## src/spr_line_params.svh

```systemverilog
/*
 * Size constants for the object line-buffer subsystem.
 * Include in any file that needs table, slot or raster sizes.
 */

`ifndef SPR_LINE_PARAMS_SVH
`define SPR_LINE_PARAMS_SVH

// ~~~~~~~~~~~~~~~~~~~~~~~~~~~~~~~~~~~~~~~~~~~~~~~~~~~~~~~~~~~~~~~~~~~~~~
// object table
`define SPR_NUM_OBJ 32          // entries in the host object table.
`define SPR_OBJ_W   29          // en, vflip, hflip, color, code, x, y.

// ~~~~~~~~~~~~~~~~~~~~~~~~~~~~~~~~~~~~~~~~~~~~~~~~~~~~~~~~~~~~~~~~~~~~~~
// line buffer, one slot per 4 pixels
`define SPR_SLOTS   64          // slots per line.
`define SPR_SLOT_W  18          // packed slot entry.

// raster, in cen steps and lines
`define SPR_H_TOTAL 256         // cen steps per line.
`define SPR_V_TOTAL 256         // lines per frame.

`endif

```

## src/obj_pkg.sv

```systemverilog
/*
 * Object table entry, line slot entry and scanner states.
 * Import wherever object data is unpacked or the scanner state is shown.
 */

package obj_pkg;

    // one host table entry, 29 bits.
    typedef struct packed {
        logic       enable;     // object drawn when set.
        logic       vflip;      // row order reversed.
        logic       hflip;      // passed through to the slot.
        logic [1:0] color;      // palette select.
        logic [7:0] code;       // pattern number.
        logic [7:0] x;          // [7:2] slot, [1:0] fine offset.
        logic [7:0] y;          // top line, fed to the vertical adder.
    } obj_entry_t;

    // one line buffer slot, 18 bits.
    typedef struct packed {
        logic       valid;      // zero after the clear pass.
        logic       hflip;
        logic [1:0] color;
        logic [7:0] code;
        logic [3:0] row;        // row inside the 16 line object.
        logic [1:0] xfine;      // pixel offset inside the slot.
    } slot_entry_t;

    // scanner phases within a line.
    typedef enum logic [1:0] {
        SCAN_IDLE, SCAN_CLEAR, SCAN_READ, SCAN_WRITE
    } scan_state_e;

endpackage

```

## src/video_pkg.sv

```systemverilog
/*
 * Raster position types and the line bank select.
 * Import into any block that looks at the H/V counters.
 */

`include "spr_line_params.svh"

package video_pkg;

    // ~~~~~~~~~~~~~~~~~~~~~~~~~~~~~~~~~~~~~~~~~~~~~~~~~~~~~~~~~~~~~~~~~~~~~~
    // raster counters
    // h counts cen steps across a line.
    typedef logic [$clog2(`SPR_H_TOTAL)-1:0] h_count_t;

    // v counts lines, bit 0 picks the ping-pong bank.
    typedef logic [$clog2(`SPR_V_TOTAL)-1:0] v_count_t;

    // ~~~~~~~~~~~~~~~~~~~~~~~~~~~~~~~~~~~~~~~~~~~~~~~~~~~~~~~~~~~~~~~~~~~~~~
    // line banks
    // the bank being scanned out on the current line.
    // the other one is cleared and filled for the next line.
    typedef enum logic {
        BANK0 = 1'b0,   // scanned on even lines.
        BANK1 = 1'b1    // scanned on odd lines.
    } line_bank_e;

endpackage

```

## src/line_ram.sv

```systemverilog
/*
 * Single port synchronous RAM with clock enable.
 * One instance per line bank, read registered on every cen.
 */

`timescale 1ns/10ps

module line_ram #(
    parameter int aw = 6,           // address width.
    parameter int dw = 18           // data width.
) (
    input  logic          clk,
    input  logic          cen,
    input  logic [aw-1:0] addr,
    input  logic [dw-1:0] data,
    input  logic          we,
    output logic [dw-1:0] q
);

    logic [dw-1:0] mem [0:(1<<aw)-1];   // contents unknown until cleared.

    always_ff @(posedge clk) begin
        if (cen) begin
            if (we) mem[addr] <= data;
            q <= mem[addr];             // old data on a write cycle.
        end
    end

endmodule

```

## src/video_timing.sv

```systemverilog
/*
 * Pixel clock enable and raster counters.
 * cen is high every second clk, h and v step on it.
 */

`timescale 1ns/10ps

`include "spr_line_params.svh"

module video_timing
    import video_pkg::*;
(
    input  logic     clk,
    input  logic     rst_n,
    output logic     cen,
    output h_count_t h,
    output v_count_t v
);

    logic h_last;   // last step of the line.
    logic v_last;   // last line of the frame.

    assign h_last = (h == h_count_t'(`SPR_H_TOTAL - 1));
    assign v_last = (v == v_count_t'(`SPR_V_TOTAL - 1));

    // ~~~~~~~~~~~~~~~~~~~~~~~~~~~~~~~~~~~~~~~~~~~~~~~~~~~~~~~~~~~~~~~~~~~~~~
    // clock enable, divide by two
    always_ff @(posedge clk) begin
        if (!rst_n) cen <= 1'b0;
        else        cen <= ~cen;
    end

    // ~~~~~~~~~~~~~~~~~~~~~~~~~~~~~~~~~~~~~~~~~~~~~~~~~~~~~~~~~~~~~~~~~~~~~~
    // raster counters
    always_ff @(posedge clk) begin
        if (!rst_n) begin
            h <= '0;
            v <= '0;
        end else if (cen) begin
            if (h_last) begin
                h <= '0;                        // wrap the line.
                if (v_last) v <= '0;            // new frame.
                else        v <= v + 1'b1;
            end else begin
                h <= h + 1'b1;
            end
        end
    end

    // v moves at the same edge as h wraps,
    // so every step of a line sees one stable v.

endmodule

```

## src/obj_scanner.sv

```systemverilog
/*
 * Host object table and per line scanner.
 * Clears the idle bank, then walks the table and strobes each enabled entry
 * out to the line buffer, which does the range test.
 */

`timescale 1ns/10ps

`include "spr_line_params.svh"

module obj_scanner
    import video_pkg::*, obj_pkg::*;
(
    input  logic                             clk,
    input  logic                             rst_n,
    input  logic                             cen,
    input  h_count_t                         h,
    // host write port
    input  logic                             obj_we,
    input  logic [$clog2(`SPR_NUM_OBJ)-1:0]  obj_addr,
    input  logic [`SPR_OBJ_W-1:0]            obj_wdata,
    // to the line buffer
    output logic [`SPR_OBJ_W-1:0]            obj_data,
    output logic                             clr,
    output logic [$clog2(`SPR_SLOTS)-1:0]    wr_slot,
    output logic                             wr_strobe
);

    localparam int SLOT_AW = $clog2(`SPR_SLOTS);
    localparam int OBJ_AW  = $clog2(`SPR_NUM_OBJ);

    // ~~~~~~~~~~~~~~~~~~~~~~~~~~~~~~~~~~~~~~~~~~~~~~~~~~~~~~~~~~~~~~~~~~~~~~
    // object table
    // enable bits live apart so reset can clear them.
    logic [`SPR_OBJ_W-2:0]   table_mem [0:`SPR_NUM_OBJ-1];  // all fields but enable.
    logic [`SPR_NUM_OBJ-1:0] en_vec;
    obj_entry_t              wdata_e;

    assign wdata_e = obj_entry_t'(obj_wdata);

    always_ff @(posedge clk) begin
        if (obj_we) table_mem[obj_addr] <= obj_wdata[`SPR_OBJ_W-2:0];
    end

    always_ff @(posedge clk) begin
        if (!rst_n)      en_vec <= '0;                         // table starts empty.
        else if (obj_we) en_vec[obj_addr] <= wdata_e.enable;
    end

    // ~~~~~~~~~~~~~~~~~~~~~~~~~~~~~~~~~~~~~~~~~~~~~~~~~~~~~~~~~~~~~~~~~~~~~~
    // scan FSM
    // steps 0..63 clear, 64..127 read/write pairs, then idle.
    scan_state_e        state;
    logic [SLOT_AW-1:0] step_cnt;   // slot in clear, object in walk.
    obj_entry_t         obj_reg;    // entry latched by the read step.
    logic [OBJ_AW-1:0]  obj_idx;
    logic               line_wrap;

    assign obj_idx   = step_cnt[OBJ_AW-1:0];
    assign line_wrap = (h == h_count_t'(`SPR_H_TOTAL - 1));   // h goes to 0 next.

    always_ff @(posedge clk) begin
        if (!rst_n) begin
            state    <= SCAN_IDLE;
            step_cnt <= '0;
        end else if (cen) begin
            if (line_wrap) begin
                state    <= SCAN_CLEAR;     // restart every line.
                step_cnt <= '0;
            end else begin
                case (state)
                    SCAN_CLEAR: begin
                        if (step_cnt == SLOT_AW'(`SPR_SLOTS - 1)) begin
                            state    <= SCAN_READ;
                            step_cnt <= '0;
                        end else begin
                            step_cnt <= step_cnt + 1'b1;
                        end
                    end
                    SCAN_READ:  state <= SCAN_WRITE;
                    SCAN_WRITE: begin
                        if (obj_idx == OBJ_AW'(`SPR_NUM_OBJ - 1)) begin
                            state <= SCAN_IDLE;     // walk done.
                        end else begin
                            state    <= SCAN_READ;
                            step_cnt <= step_cnt + 1'b1;
                        end
                    end
                    default: state <= SCAN_IDLE;
                endcase
            end
        end
    end

    // table read, entry held through the write step.
    always_ff @(posedge clk) begin
        if (cen && state == SCAN_READ) begin
            obj_reg <= obj_entry_t'({en_vec[obj_idx], table_mem[obj_idx]});
        end
    end

    // ~~~~~~~~~~~~~~~~~~~~~~~~~~~~~~~~~~~~~~~~~~~~~~~~~~~~~~~~~~~~~~~~~~~~~~
    // outputs to the buffer
    assign obj_data  = obj_reg;
    assign clr       = (state == SCAN_CLEAR);
    assign wr_slot   = clr ? step_cnt : obj_reg.x[7:2];  // upper six x bits.
    assign wr_strobe = cen & (clr | (state == SCAN_WRITE && obj_reg.enable));

endmodule

```

## src/obj_line_buf.sv

```systemverilog
/*
 * Ping-pong object line buffer.
 * Range tests each strobed object for the next line, writes it to the idle
 * bank and streams the scanned bank out one slot per 4 cen steps.
 */

`timescale 1ns/10ps

`include "spr_line_params.svh"

module obj_line_buf
    import video_pkg::*, obj_pkg::*;
(
    input  logic                          clk,
    input  logic                          rst_n,
    input  logic                          cen,
    input  h_count_t                      h,
    input  v_count_t                      v,
    // from the scanner
    input  logic [`SPR_OBJ_W-1:0]         obj_data,
    input  logic                          clr,
    input  logic [$clog2(`SPR_SLOTS)-1:0] wr_slot,
    input  logic                          wr_strobe,
    // slot stream
    output logic                          slot_strobe,
    output v_count_t                      slot_line,
    output logic [$clog2(`SPR_SLOTS)-1:0] slot_index,
    output logic                          slot_valid,
    output logic                          slot_hflip,
    output logic [1:0]                    slot_color,
    output logic [7:0]                    slot_code,
    output logic [3:0]                    slot_row,
    output logic [1:0]                    slot_xfine
);

    localparam int SLOT_AW = $clog2(`SPR_SLOTS);

    // ~~~~~~~~~~~~~~~~~~~~~~~~~~~~~~~~~~~~~~~~~~~~~~~~~~~~~~~~~~~~~~~~~~~~~~
    // vertical adder
    obj_entry_t  obj;
    logic [7:0]  vsum;      // y + v + 1, the line being built.
    logic        in_range;
    slot_entry_t ram_din;

    assign obj      = obj_entry_t'(obj_data);
    assign vsum     = obj.y + v + 8'd1;
    assign in_range = (vsum[7:4] == 4'hf);         // 16 lines tall.

    always_comb begin
        ram_din = '0;                               // clear pass writes empty slots.
        if (!clr) begin
            ram_din.valid = 1'b1;
            ram_din.hflip = obj.hflip;
            ram_din.color = obj.color;
            ram_din.code  = obj.code;
            ram_din.row   = vsum[3:0] ^ {4{obj.vflip}};
            ram_din.xfine = obj.x[1:0];
        end
    end

    // ~~~~~~~~~~~~~~~~~~~~~~~~~~~~~~~~~~~~~~~~~~~~~~~~~~~~~~~~~~~~~~~~~~~~~~
    // bank select
    line_bank_e         scan_bank;
    logic               wr_ok;
    logic               we0, we1;
    logic [SLOT_AW-1:0] scan_addr, addr0, addr1;
    logic [`SPR_SLOT_W-1:0] q0, q1;

    assign scan_bank = line_bank_e'(v[0]);
    assign scan_addr = h[7:2];                      // one slot per 4 steps.
    assign wr_ok     = clr | in_range;

    assign we0   = wr_strobe & wr_ok & (scan_bank == BANK1);   // bank 0 idle.
    assign we1   = wr_strobe & wr_ok & (scan_bank == BANK0);
    assign addr0 = (scan_bank == BANK0) ? scan_addr : wr_slot;
    assign addr1 = (scan_bank == BANK1) ? scan_addr : wr_slot;

    line_ram #(.aw(SLOT_AW), .dw(`SPR_SLOT_W)) u_ram0 (
        .clk  (clk),
        .cen  (cen),
        .addr (addr0),
        .data (ram_din),
        .we   (we0),
        .q    (q0)
    );

    line_ram #(.aw(SLOT_AW), .dw(`SPR_SLOT_W)) u_ram1 (
        .clk  (clk),
        .cen  (cen),
        .addr (addr1),
        .data (ram_din),
        .we   (we1),
        .q    (q1)
    );

    // ~~~~~~~~~~~~~~~~~~~~~~~~~~~~~~~~~~~~~~~~~~~~~~~~~~~~~~~~~~~~~~~~~~~~~~
    // output register, loads on the last step of each slot
    logic        slot_load;
    slot_entry_t slot_reg;

    assign slot_load = cen && (h[1:0] == 2'b11);

    always_ff @(posedge clk) begin
        if (!rst_n) slot_strobe <= 1'b0;
        else        slot_strobe <= slot_load;       // one clk wide.
    end

    always_ff @(posedge clk) begin
        if (slot_load) begin
            slot_reg   <= slot_entry_t'((scan_bank == BANK0) ? q0 : q1);
            slot_index <= scan_addr;
            slot_line  <= v;
        end
    end

    assign slot_valid = slot_reg.valid;
    assign slot_hflip = slot_reg.hflip;
    assign slot_color = slot_reg.color;
    assign slot_code  = slot_reg.code;
    assign slot_row   = slot_reg.row;
    assign slot_xfine = slot_reg.xfine;

endmodule

```

## src/spr_line_top.sv

```systemverilog
/*
 * Object line buffer subsystem top level.
 * Host writes the object table and a slot stream comes out per line.
 */

`timescale 1ns/10ps

`include "spr_line_params.svh"

module spr_line_top
    import video_pkg::*;
(
    input  logic                            clk,
    input  logic                            rst_n,
    // host table write
    input  logic                            obj_we,
    input  logic [$clog2(`SPR_NUM_OBJ)-1:0] obj_addr,
    input  logic [`SPR_OBJ_W-1:0]           obj_wdata,
    // slot stream
    output logic                            slot_strobe,
    output v_count_t                        slot_line,
    output logic [$clog2(`SPR_SLOTS)-1:0]   slot_index,
    output logic                            slot_valid,
    output logic                            slot_hflip,
    output logic [1:0]                      slot_color,
    output logic [7:0]                      slot_code,
    output logic [3:0]                      slot_row,
    output logic [1:0]                      slot_xfine
);

    logic                          cen;
    h_count_t                      h;
    v_count_t                      v;
    logic [`SPR_OBJ_W-1:0]         obj_data;    // entry under test.
    logic                          clr;
    logic [$clog2(`SPR_SLOTS)-1:0] wr_slot;
    logic                          wr_strobe;

    video_timing u_timing (.clk(clk), .rst_n(rst_n), .cen(cen), .h(h), .v(v));

    obj_scanner u_scanner (
        .clk(clk), .rst_n(rst_n), .cen(cen), .h(h),
        .obj_we(obj_we), .obj_addr(obj_addr), .obj_wdata(obj_wdata),
        .obj_data(obj_data), .clr(clr), .wr_slot(wr_slot), .wr_strobe(wr_strobe)
    );

    obj_line_buf u_buf (
        .clk(clk), .rst_n(rst_n), .cen(cen), .h(h), .v(v),
        .obj_data(obj_data), .clr(clr), .wr_slot(wr_slot), .wr_strobe(wr_strobe),
        .slot_strobe(slot_strobe), .slot_line(slot_line), .slot_index(slot_index),
        .slot_valid(slot_valid), .slot_hflip(slot_hflip), .slot_color(slot_color),
        .slot_code(slot_code), .slot_row(slot_row), .slot_xfine(slot_xfine)
    );

endmodule

```

## config.mk

```make
export PLATFORM = sky130hd
export DESIGN_NAME = spr_line_top
export DESIGN_NICKNAME = d
export VERILOG_FILES = /design/src/obj_pkg.sv /design/src/video_pkg.sv /design/src/line_ram.sv /design/src/video_timing.sv /design/src/obj_scanner.sv /design/src/obj_line_buf.sv /design/src/spr_line_top.sv
export VERILOG_INCLUDE_DIRS = /design/src
export SDC_FILE = /design/constraint.sdc
export NUM_CORES = 2
export LEC_CHECK = 0
export BUFFER_PORTS_ARGS = -buffer_cell sky130_fd_sc_hd__buf_2
export CAP_MARGIN = 20
export CORE_UTILIZATION = 25
export CTS_BUF_LIST = sky130_fd_sc_hd__clkbuf_8 sky130_fd_sc_hd__clkbuf_16
export DETAILED_ROUTE_END_ITERATION = 7
export SLEW_MARGIN = 20
export SYNTH_ARGS = -nofsm -noshare
export SYNTH_HDL_FRONTEND = slang
export SYNTH_SLANG_ARGS = --single-unit
```

## constraint.sdc

```tcl
create_clock -name clk -period 13.4 [get_ports clk]
set_input_delay 2.68 -clock clk [delete_from_list [all_inputs] [get_ports clk]]
set_output_delay 2.68 -clock clk [all_outputs]
set_load 0.03 [all_outputs]
```

# Yosys cells after proc, flatten, opt, wreduce, memory -nomap -nowiden
# Memories as Yosys holds them, arrays and structs flattened. A register that Yosys moved wholly into a read port is not among the register bits.
# Cells that the tools add are included.
[totals] ff_bits=91 in_bits=37 ramBits=3200 out_inout_bits=33 memories=3 word_cells=83
[mem_list] memory="u_buf.u_ram0.mem" depth=64 width=18 rd=1 rd_clocked_by_memory_dff=1 write_ports=1 line="line_ram.sv:20" rtl="logic [dw-1:0] mem [0:(1<<aw)-1];"
[mem_list] memory="u_buf.u_ram1.mem" depth=64 width=18 rd=1 rd_clocked_by_memory_dff=1 write_ports=1 line="line_ram.sv:20"
[mem_list] memory="u_scanner.table_mem" depth=32 width=28 rd=1 rd_clocked_by_memory_dff=1 write_ports=1 line="obj_scanner.sv:35" rtl="logic [`SPR_OBJ_W-2:0] table_mem [0:`SPR_NUM_OBJ-1];"
[classes] addsub=5 reduce_logical=8 n_bitwise=9 magnitude_cmp=3 eq_ne=11 mux=28
[ops] op="2-to-1 mux 18 bit" n=2
[ops] op="2-to-1 mux 6 bit" n=6
[ops] op="bitwise mux 32 bit" n=1
[ops] op="adder 8 x 1 -> 8 bit (second input constant)" n=3
[ops] op="== test 8 bit (second input constant)" n=2
[ops] op="2-to-1 mux 8 bit" n=2
[ops] op="< comparator 5 x 6 -> 1 bit (second input constant)" n=2
[ops] op="case mux 6 bit (2 select lines)" n=1
[ops] op="2-to-1 mux 1 bit" n=10
[ops] op="adder 8 bit" n=1
[ops] op="adder 6 x 1 -> 6 bit (second input constant)" n=1
[ops] op="== test 2 bit (second input constant)" n=3
[ops] op="== test 6 bit (second input constant)" n=1
[ops] op="2-to-1 mux 2 bit" n=3
[ops] op="case mux 2 bit (3 select lines)" n=1
[ops] op="binary-select mux 1 bit (select 5 bit)" n=1
[ops] op="demux 1 bit (select 5 bit)" n=1
[ops] op="== test 5 bit (second input constant)" n=1
[ops] op="greater-or-equal comparator 5 x 1 -> 1 bit (second input constant)" n=1
[ops] op="AND 1 bit" n=4
[ops] op="== test 4 bit (second input constant)" n=1
[ops] op="logical AND 1 bit" n=4
[ops] op="AND reduction 2 bit" n=2
[ops] op="bitwise XOR 4 bit" n=1
[ops] op="7 further kinds" n=9

# Depth between registers and ports, before layout
[depth] depth_word=9 mapped_depth=16 mapped_depth_nobuf=10

# Modules after synthesis
# Synthesis repeated with hierarchy kept, for this count alone.
[hier_totals] cells_unflattened=7453 hier_area_um2=129651.8
[modules_own_cells] module="line_ram" seq_area_each_um2=35133.7 area_each_um2=44815.5 cells_per_inst=2555 instances=2
[modules_own_cells] module="obj_scanner" seq_area_each_um2=28577.4 area_each_um2=37303.3 cells_per_inst=2103 instances=1
[modules_own_cells] module="obj_line_buf" seq_area_each_um2=980.9 area_each_um2=1875.5 cells_per_inst=144 instances=1
[modules_own_cells] module="video_timing" seq_area_each_um2=340.3 area_each_um2=842.1 cells_per_inst=96 instances=1

# Least setup slack after synthesis
# Ideal clock, no wire load.
[synth_timing] path_kind="flip-flop to flip-flop" start="register u_timing.v[0]" end="memory u_buf.u_ram0.mem[0][3] (data pin)" period_less_slack_ns=6.086 required_time_ns=12.602 setup_slack_ns=7.314 stages_incl_launch_ff=11 setup_time_ns=0.798 path_buffers=4 arrival_time_ns=5.289 path_cell_list="dfxtp_1 > clkbuf_1 > buf_2 > buf_1 > buf_1 > inv_1 > ha_1 > inv_1 > fa_1 > xnor2_1 > nor2_1"
[synth_lines] element="start, declared" line="video_timing.sv:17" rtl="output v_count_t v"
[synth_lines] element="start signal, assigned" line="video_timing.sv:43" rtl="else v <= v + 1'b1;"
[synth_lines] element="end, declared" line="line_ram.sv:20"

# Worst setup path in the final report
[layout_timing] start="register u_scanner.state[0]" end="register u_buf.u_ram1.q[15] (read register of u_buf.u_ram1.mem) (data pin)"
[layout_via] elab_chain_cells=3
[layout_lines] element="start, declared" line="obj_scanner.sv:53" rtl="scan_state_e state;"
[layout_lines] element="start signal, assigned" line="obj_scanner.sv:64" rtl="state <= SCAN_IDLE;"
[layout_lines] element="start signal, assigned" line="obj_scanner.sv:68" rtl="state <= SCAN_CLEAR;"
[layout_lines] element="start signal, assigned" line="obj_scanner.sv:74" rtl="state <= SCAN_READ;"
[layout_lines] element="== test 2 x 1 -> 1 bit" line="obj_scanner.sv:105" rtl="assign clr = (state == SCAN_CLEAR);"
[layout_lines] element="2-to-1 mux 6 bit" line="obj_scanner.sv:106" rtl="assign wr_slot = clr ? step_cnt : obj_reg.x[7:2];"
[layout_lines] element="2-to-1 mux 6 bit" line="obj_line_buf.sv:76" rtl="assign addr1 = (scan_bank == BANK1) ? scan_addr : wr_slot;"
[layout_lines] element="end, declared" line="line_ram.sv:17" rtl="output logic [dw-1:0] q"
# Every way passes these cells.
# A chain may end at the register's enable or synchronous reset.

==> flow_summary.rst <==
.. list-table::
   :header-rows: 1

   * - Metric
     - Value
   * - Outcome
     - completed
   * - Number of design rule violations left after detail routing
     - 0
   * - Startpoint of the most critical setup path
     - u_scanner.state[0]$_SDFFE_PN0P_
   * - Final layout net count
     - 7845
   * - Most area-consuming cells after synthesis
     - edfxtp_1 (76%), mux4_2 (5.4%), nand2_1 (2.6%)
   * - Pwr Density
     - 143.4 nW/um^2
   * - Main synth FF type
     - edfxtp_1
   * - CTS tree
     - built
   * - Total Negative Setup Slacks
     - 0 ns
   * - Number of H-tree levels
     - 5
   * - Effective utilization at floorplan
     - 0.2518
   * - Crit Path Category
     - flop to flop
   * - Endpoint arrival time on the critical path
     - 6.80 ns
   * - Max cap viols
     - 0
   * - Via count
     - 75280
   * - Number of instances resized during post-cts repair
     - 0
   * - Number of antenna violations at the first check in global routing
     - 40
   * - Worst flop-to-flop path endpoint
     - u_buf.u_ram1.q[15]$_DFFE_PP_
   * - Quantity of I/O buffers inserted on ports
     - 69
   * - Post-synth net total
     - 7558
   * - Maximum number of pins on one net before global-route repair
     - 137
   * - Worst Hold Class
     - flop to flop
   * - Worst IR Drop VDD
     - 0.1071 mV
   * - Asr flop ratio synth
     - 0
   * - Type of origin of the critical path
     - flop
   * - Number of setup buffers added after CTS
     - 0
   * - Seq/Total Area, Yosys
     - 0.7733
   * - Kind of end point of the critical path
     - flop
   * - Number of enable flip-flop cells after synthesis
     - 3297
   * - DIE WIDTH
     - 721.8 um
   * - Slew headroom
     - 0.1431
   * - Area share of the leading cell type in the synthesized netlist
     - 0.7644
   * - Gate count of the mapped netlist
     - 7508
   * - Proportion of layout cells with a drive suffix above 1
     - 0.1937
   * - Final estimated routing congestion in global placement
     - 0.9410
   * - Critical R2R Launch
     - u_scanner.state[0]$_SDFFE_PN0P_
   * - Fmax
     - 164.3 MHz
   * - Number of setup violations in the final report
     - 0
   * - Area grow syn2layout
     - 17.03%
   * - DR vias/cell
     - 5.021
   * - End point of the most critical hold path
     - u_scanner.en_vec[19]$_SDFFE_PN0P_
   * - Top post-synthesis cells by count
     - edfxtp_1 (3297), nand2_1 (881), a22oi_1 (324)
   * - Chip height
     - 721.8 um
   * - Post-CTS clock slew at the launch and capture registers of the worst setup and hold paths
     - 0.06 ns
   * - Post-DRT Antenna Nets
     - 0
   * - Post-synth top area cell
     - edfxtp_1
   * - Number of global-route vias before repair
     - 71510
   * - CTS sink cnt
     - 3355
   * - Worst EP required
     - 14.12 ns
   * - First-pass GRT wire length
     - 564100 um
   * - Pins Over Slew Limit
     - 0
   * - Number of buffers inserted by hold repair at cts
     - 0
   * - RSZ-0062 raised after global routing
     - false
   * - Transition time of the tightest slew-check pin
     - 1.253 ns
   * - Final period util
     - 0.4543
   * - Post-Syn Area per Cell
     - 17.25 um^2
   * - IO Count
     - 70
   * - Detailed Route Iter0 Violations
     - 11630
   * - Hold Vio Cnt, Final
     - 0
   * - Wire length per cell
     - 27.10 um
   * - TritonRoute pass-1 iters
     - 6
   * - Clock latency of the later-clocked register in the worst-skew pair
     - 0.99 ns
   * - Final Instance Area
     - 151600 um^2
   * - Slack of the worst reg-to-reg path
     - 7.31 ns
   * - Warnings from Yosys
     - 0
   * - Static power due to leakage
     - 0.04665 uW
   * - Clock period minus worst slack
     - 6.088 ns
   * - Standard cell core area
     - 514300 um^2
   * - GRT Residual Overflow
     - 0
   * - Number of buffers created by CTS
     - 354
   * - Worst R2R Path Depth
     - 13
   * - Std cell rows
     - 263
   * - Cell with the most instances after synthesis
     - edfxtp_1
   * - Worst Min Path Start
     - u_scanner.en_vec[19]$_SDFFE_PN0P_
   * - Maximum clock insertion buffer count
     - 4
   * - Post-Place Cell Area
     - 140300 um^2
   * - Setup skew after layout
     - 0.1061 ns
   * - Global-route usage over all layers
     - 0.1494
   * - Synthesized area
     - 129500 um^2
   * - Area enclosed by the die boundary
     - 521000 um^2
   * - WL final
     - 406300 um
   * - Clock root buffer
     - clkbuf_16
   * - Synth cell types
     - 84
   * - Count of state elements after synthesis
     - 3355
   * - Largest fanout on the critical path
     - 53
   * - Worst hold stages
     - 2
   * - Half-perimeter wire length of the detailed placement result
     - 236400 um
-- logic make-up (layout without fill, tap and decap cells) --
| group | count (synthesis) | after routing | synth area share |
|---|---|---|---|
| simple gates | 1627 | 1627 | 0.05581 |
| flops | 3355 | 3355 | 0.7733 |
| buf+inv | 467 | 1038 | 0.01541 |
| xor+xnor | 20 | 20 | 0.001352 |
| compound gates | 1392 | 1392 | 0.07288 |
| other cells | 0 | 23 | 0 |
| fa+ha+maj | 13 | 13 | 0.001314 |
| mux | 634 | 634 | 0.07990 |
-- how the worst max path moves through the flow --
stage | endpoint | slack [ns]
6_report | u_buf.u_ram1.q[15]$_DFFE_PP_ | 7.31
5_1_grt | u_buf.u_ram0.q[6]$_DFFE_PP_ | 7.11
4_1_cts | u_buf.u_ram0.q[12]$_DFFE_PP_ | 7.46
3_5_place_dp | u_buf.u_ram0.q[12]$_DFFE_PP_ | 7.43
3_3_place_gp | u_buf.u_ram0.q[12]$_DFFE_PP_ | 7.39
2_1_floorplan | u_buf.u_ram0.mem[0][3]$_DFFE_PP_ | 7.31
-- routing by layer --
layer	part of all wire	GRT usage
met2	0.44	0.2213
met3	0.12	0.04240
met1	0.40	0.2059
met4	0.045	0.05930
met5	0.00060	0
-- state kept, by name (all words and copies together), names as in the netlist, 2 cells and up --
name and cells:
u_buf.slot_code 8, u_buf.slot_color 2, u_buf.slot_index 6, u_buf.slot_line 8, u_buf.slot_row 4, u_buf.slot_xfine 2
u_buf.u_ram0.mem 1152, u_buf.u_ram0.q 18, u_buf.u_ram1.mem 1152, u_buf.u_ram1.q 18, u_scanner.en_vec 32, u_scanner.obj_data 29
u_scanner.state 2, u_scanner.step_cnt 6, u_scanner.table_mem 896, u_timing.h 8, u_timing.v 8
-- critical path: stages, from the launching register on --
cell and delay [ns]:
dfxtp_1 0.61, nor2b_2 0.23, buf_4 0.37, o211a_4 0.23, buf_4 0.49, buf_4 0.69
nor2_4 0.06, buf_4 0.31, buf_4 0.36, a22oi_1 0.26, nor2_1 0.06, a2111oi_0 1.04
nand4_1 0.46, or4_1 0.63
-- placed cells by master, fill, tap and decap left out, drive strengths merged, types with 31 or more instances in the layout --
cell	count
mux2i	207
a221oi	53
a31oi	92
inv	115
a22oi	324
o2bb2ai	31
nor3	165
nor2	167
clkinv	143
a21boi	38
a22o	44
nand3	220
o22ai	80
clkbuf	362
o21ai	220
dfxtp	58
a211oi	63
nand4	34
buf	385
edfxtp	3297
nand2	881
a21oi	281
mux4	308
mux2	119
-- report_power, final --
part           internal [uW]  total [uW]  switching [uW]
clock                   5420        9520            4100
combinational            145         645             500
sequential             11600       11600            24.8
total                  17100       21700            4620
-- cell type report --
type,count,area [um^2]
clock inverters,278,2157
well taps,6890,8621
flip-flops and latches,3355,100200
clock buffers,362,9025
inverters,13,53.80
repair buffers,385,2850
multi-input cells,3686,28630
fillers,50300,362800
diodes,23,57.56
-- per-stage QoR --
stage          total power, uW  hold slack (ns)  utilization  worst slack, ns  cells
2_1_floorplan            12110           0.4064            -            7.314   7508
3_3_place_gp             12430           0.4663       0.2727            7.387  14330
3_5_place_dp             12440           0.4764       0.2727            7.426  14330
4_1_cts                  21830           0.4849       0.2945            7.458  14970
5_1_grt                  22240           0.5110       0.2946            7.114  14970
6_report                 21740           0.4829       0.2947            7.312  14990
No activity file was read; power rests on OpenSTA's default activity.
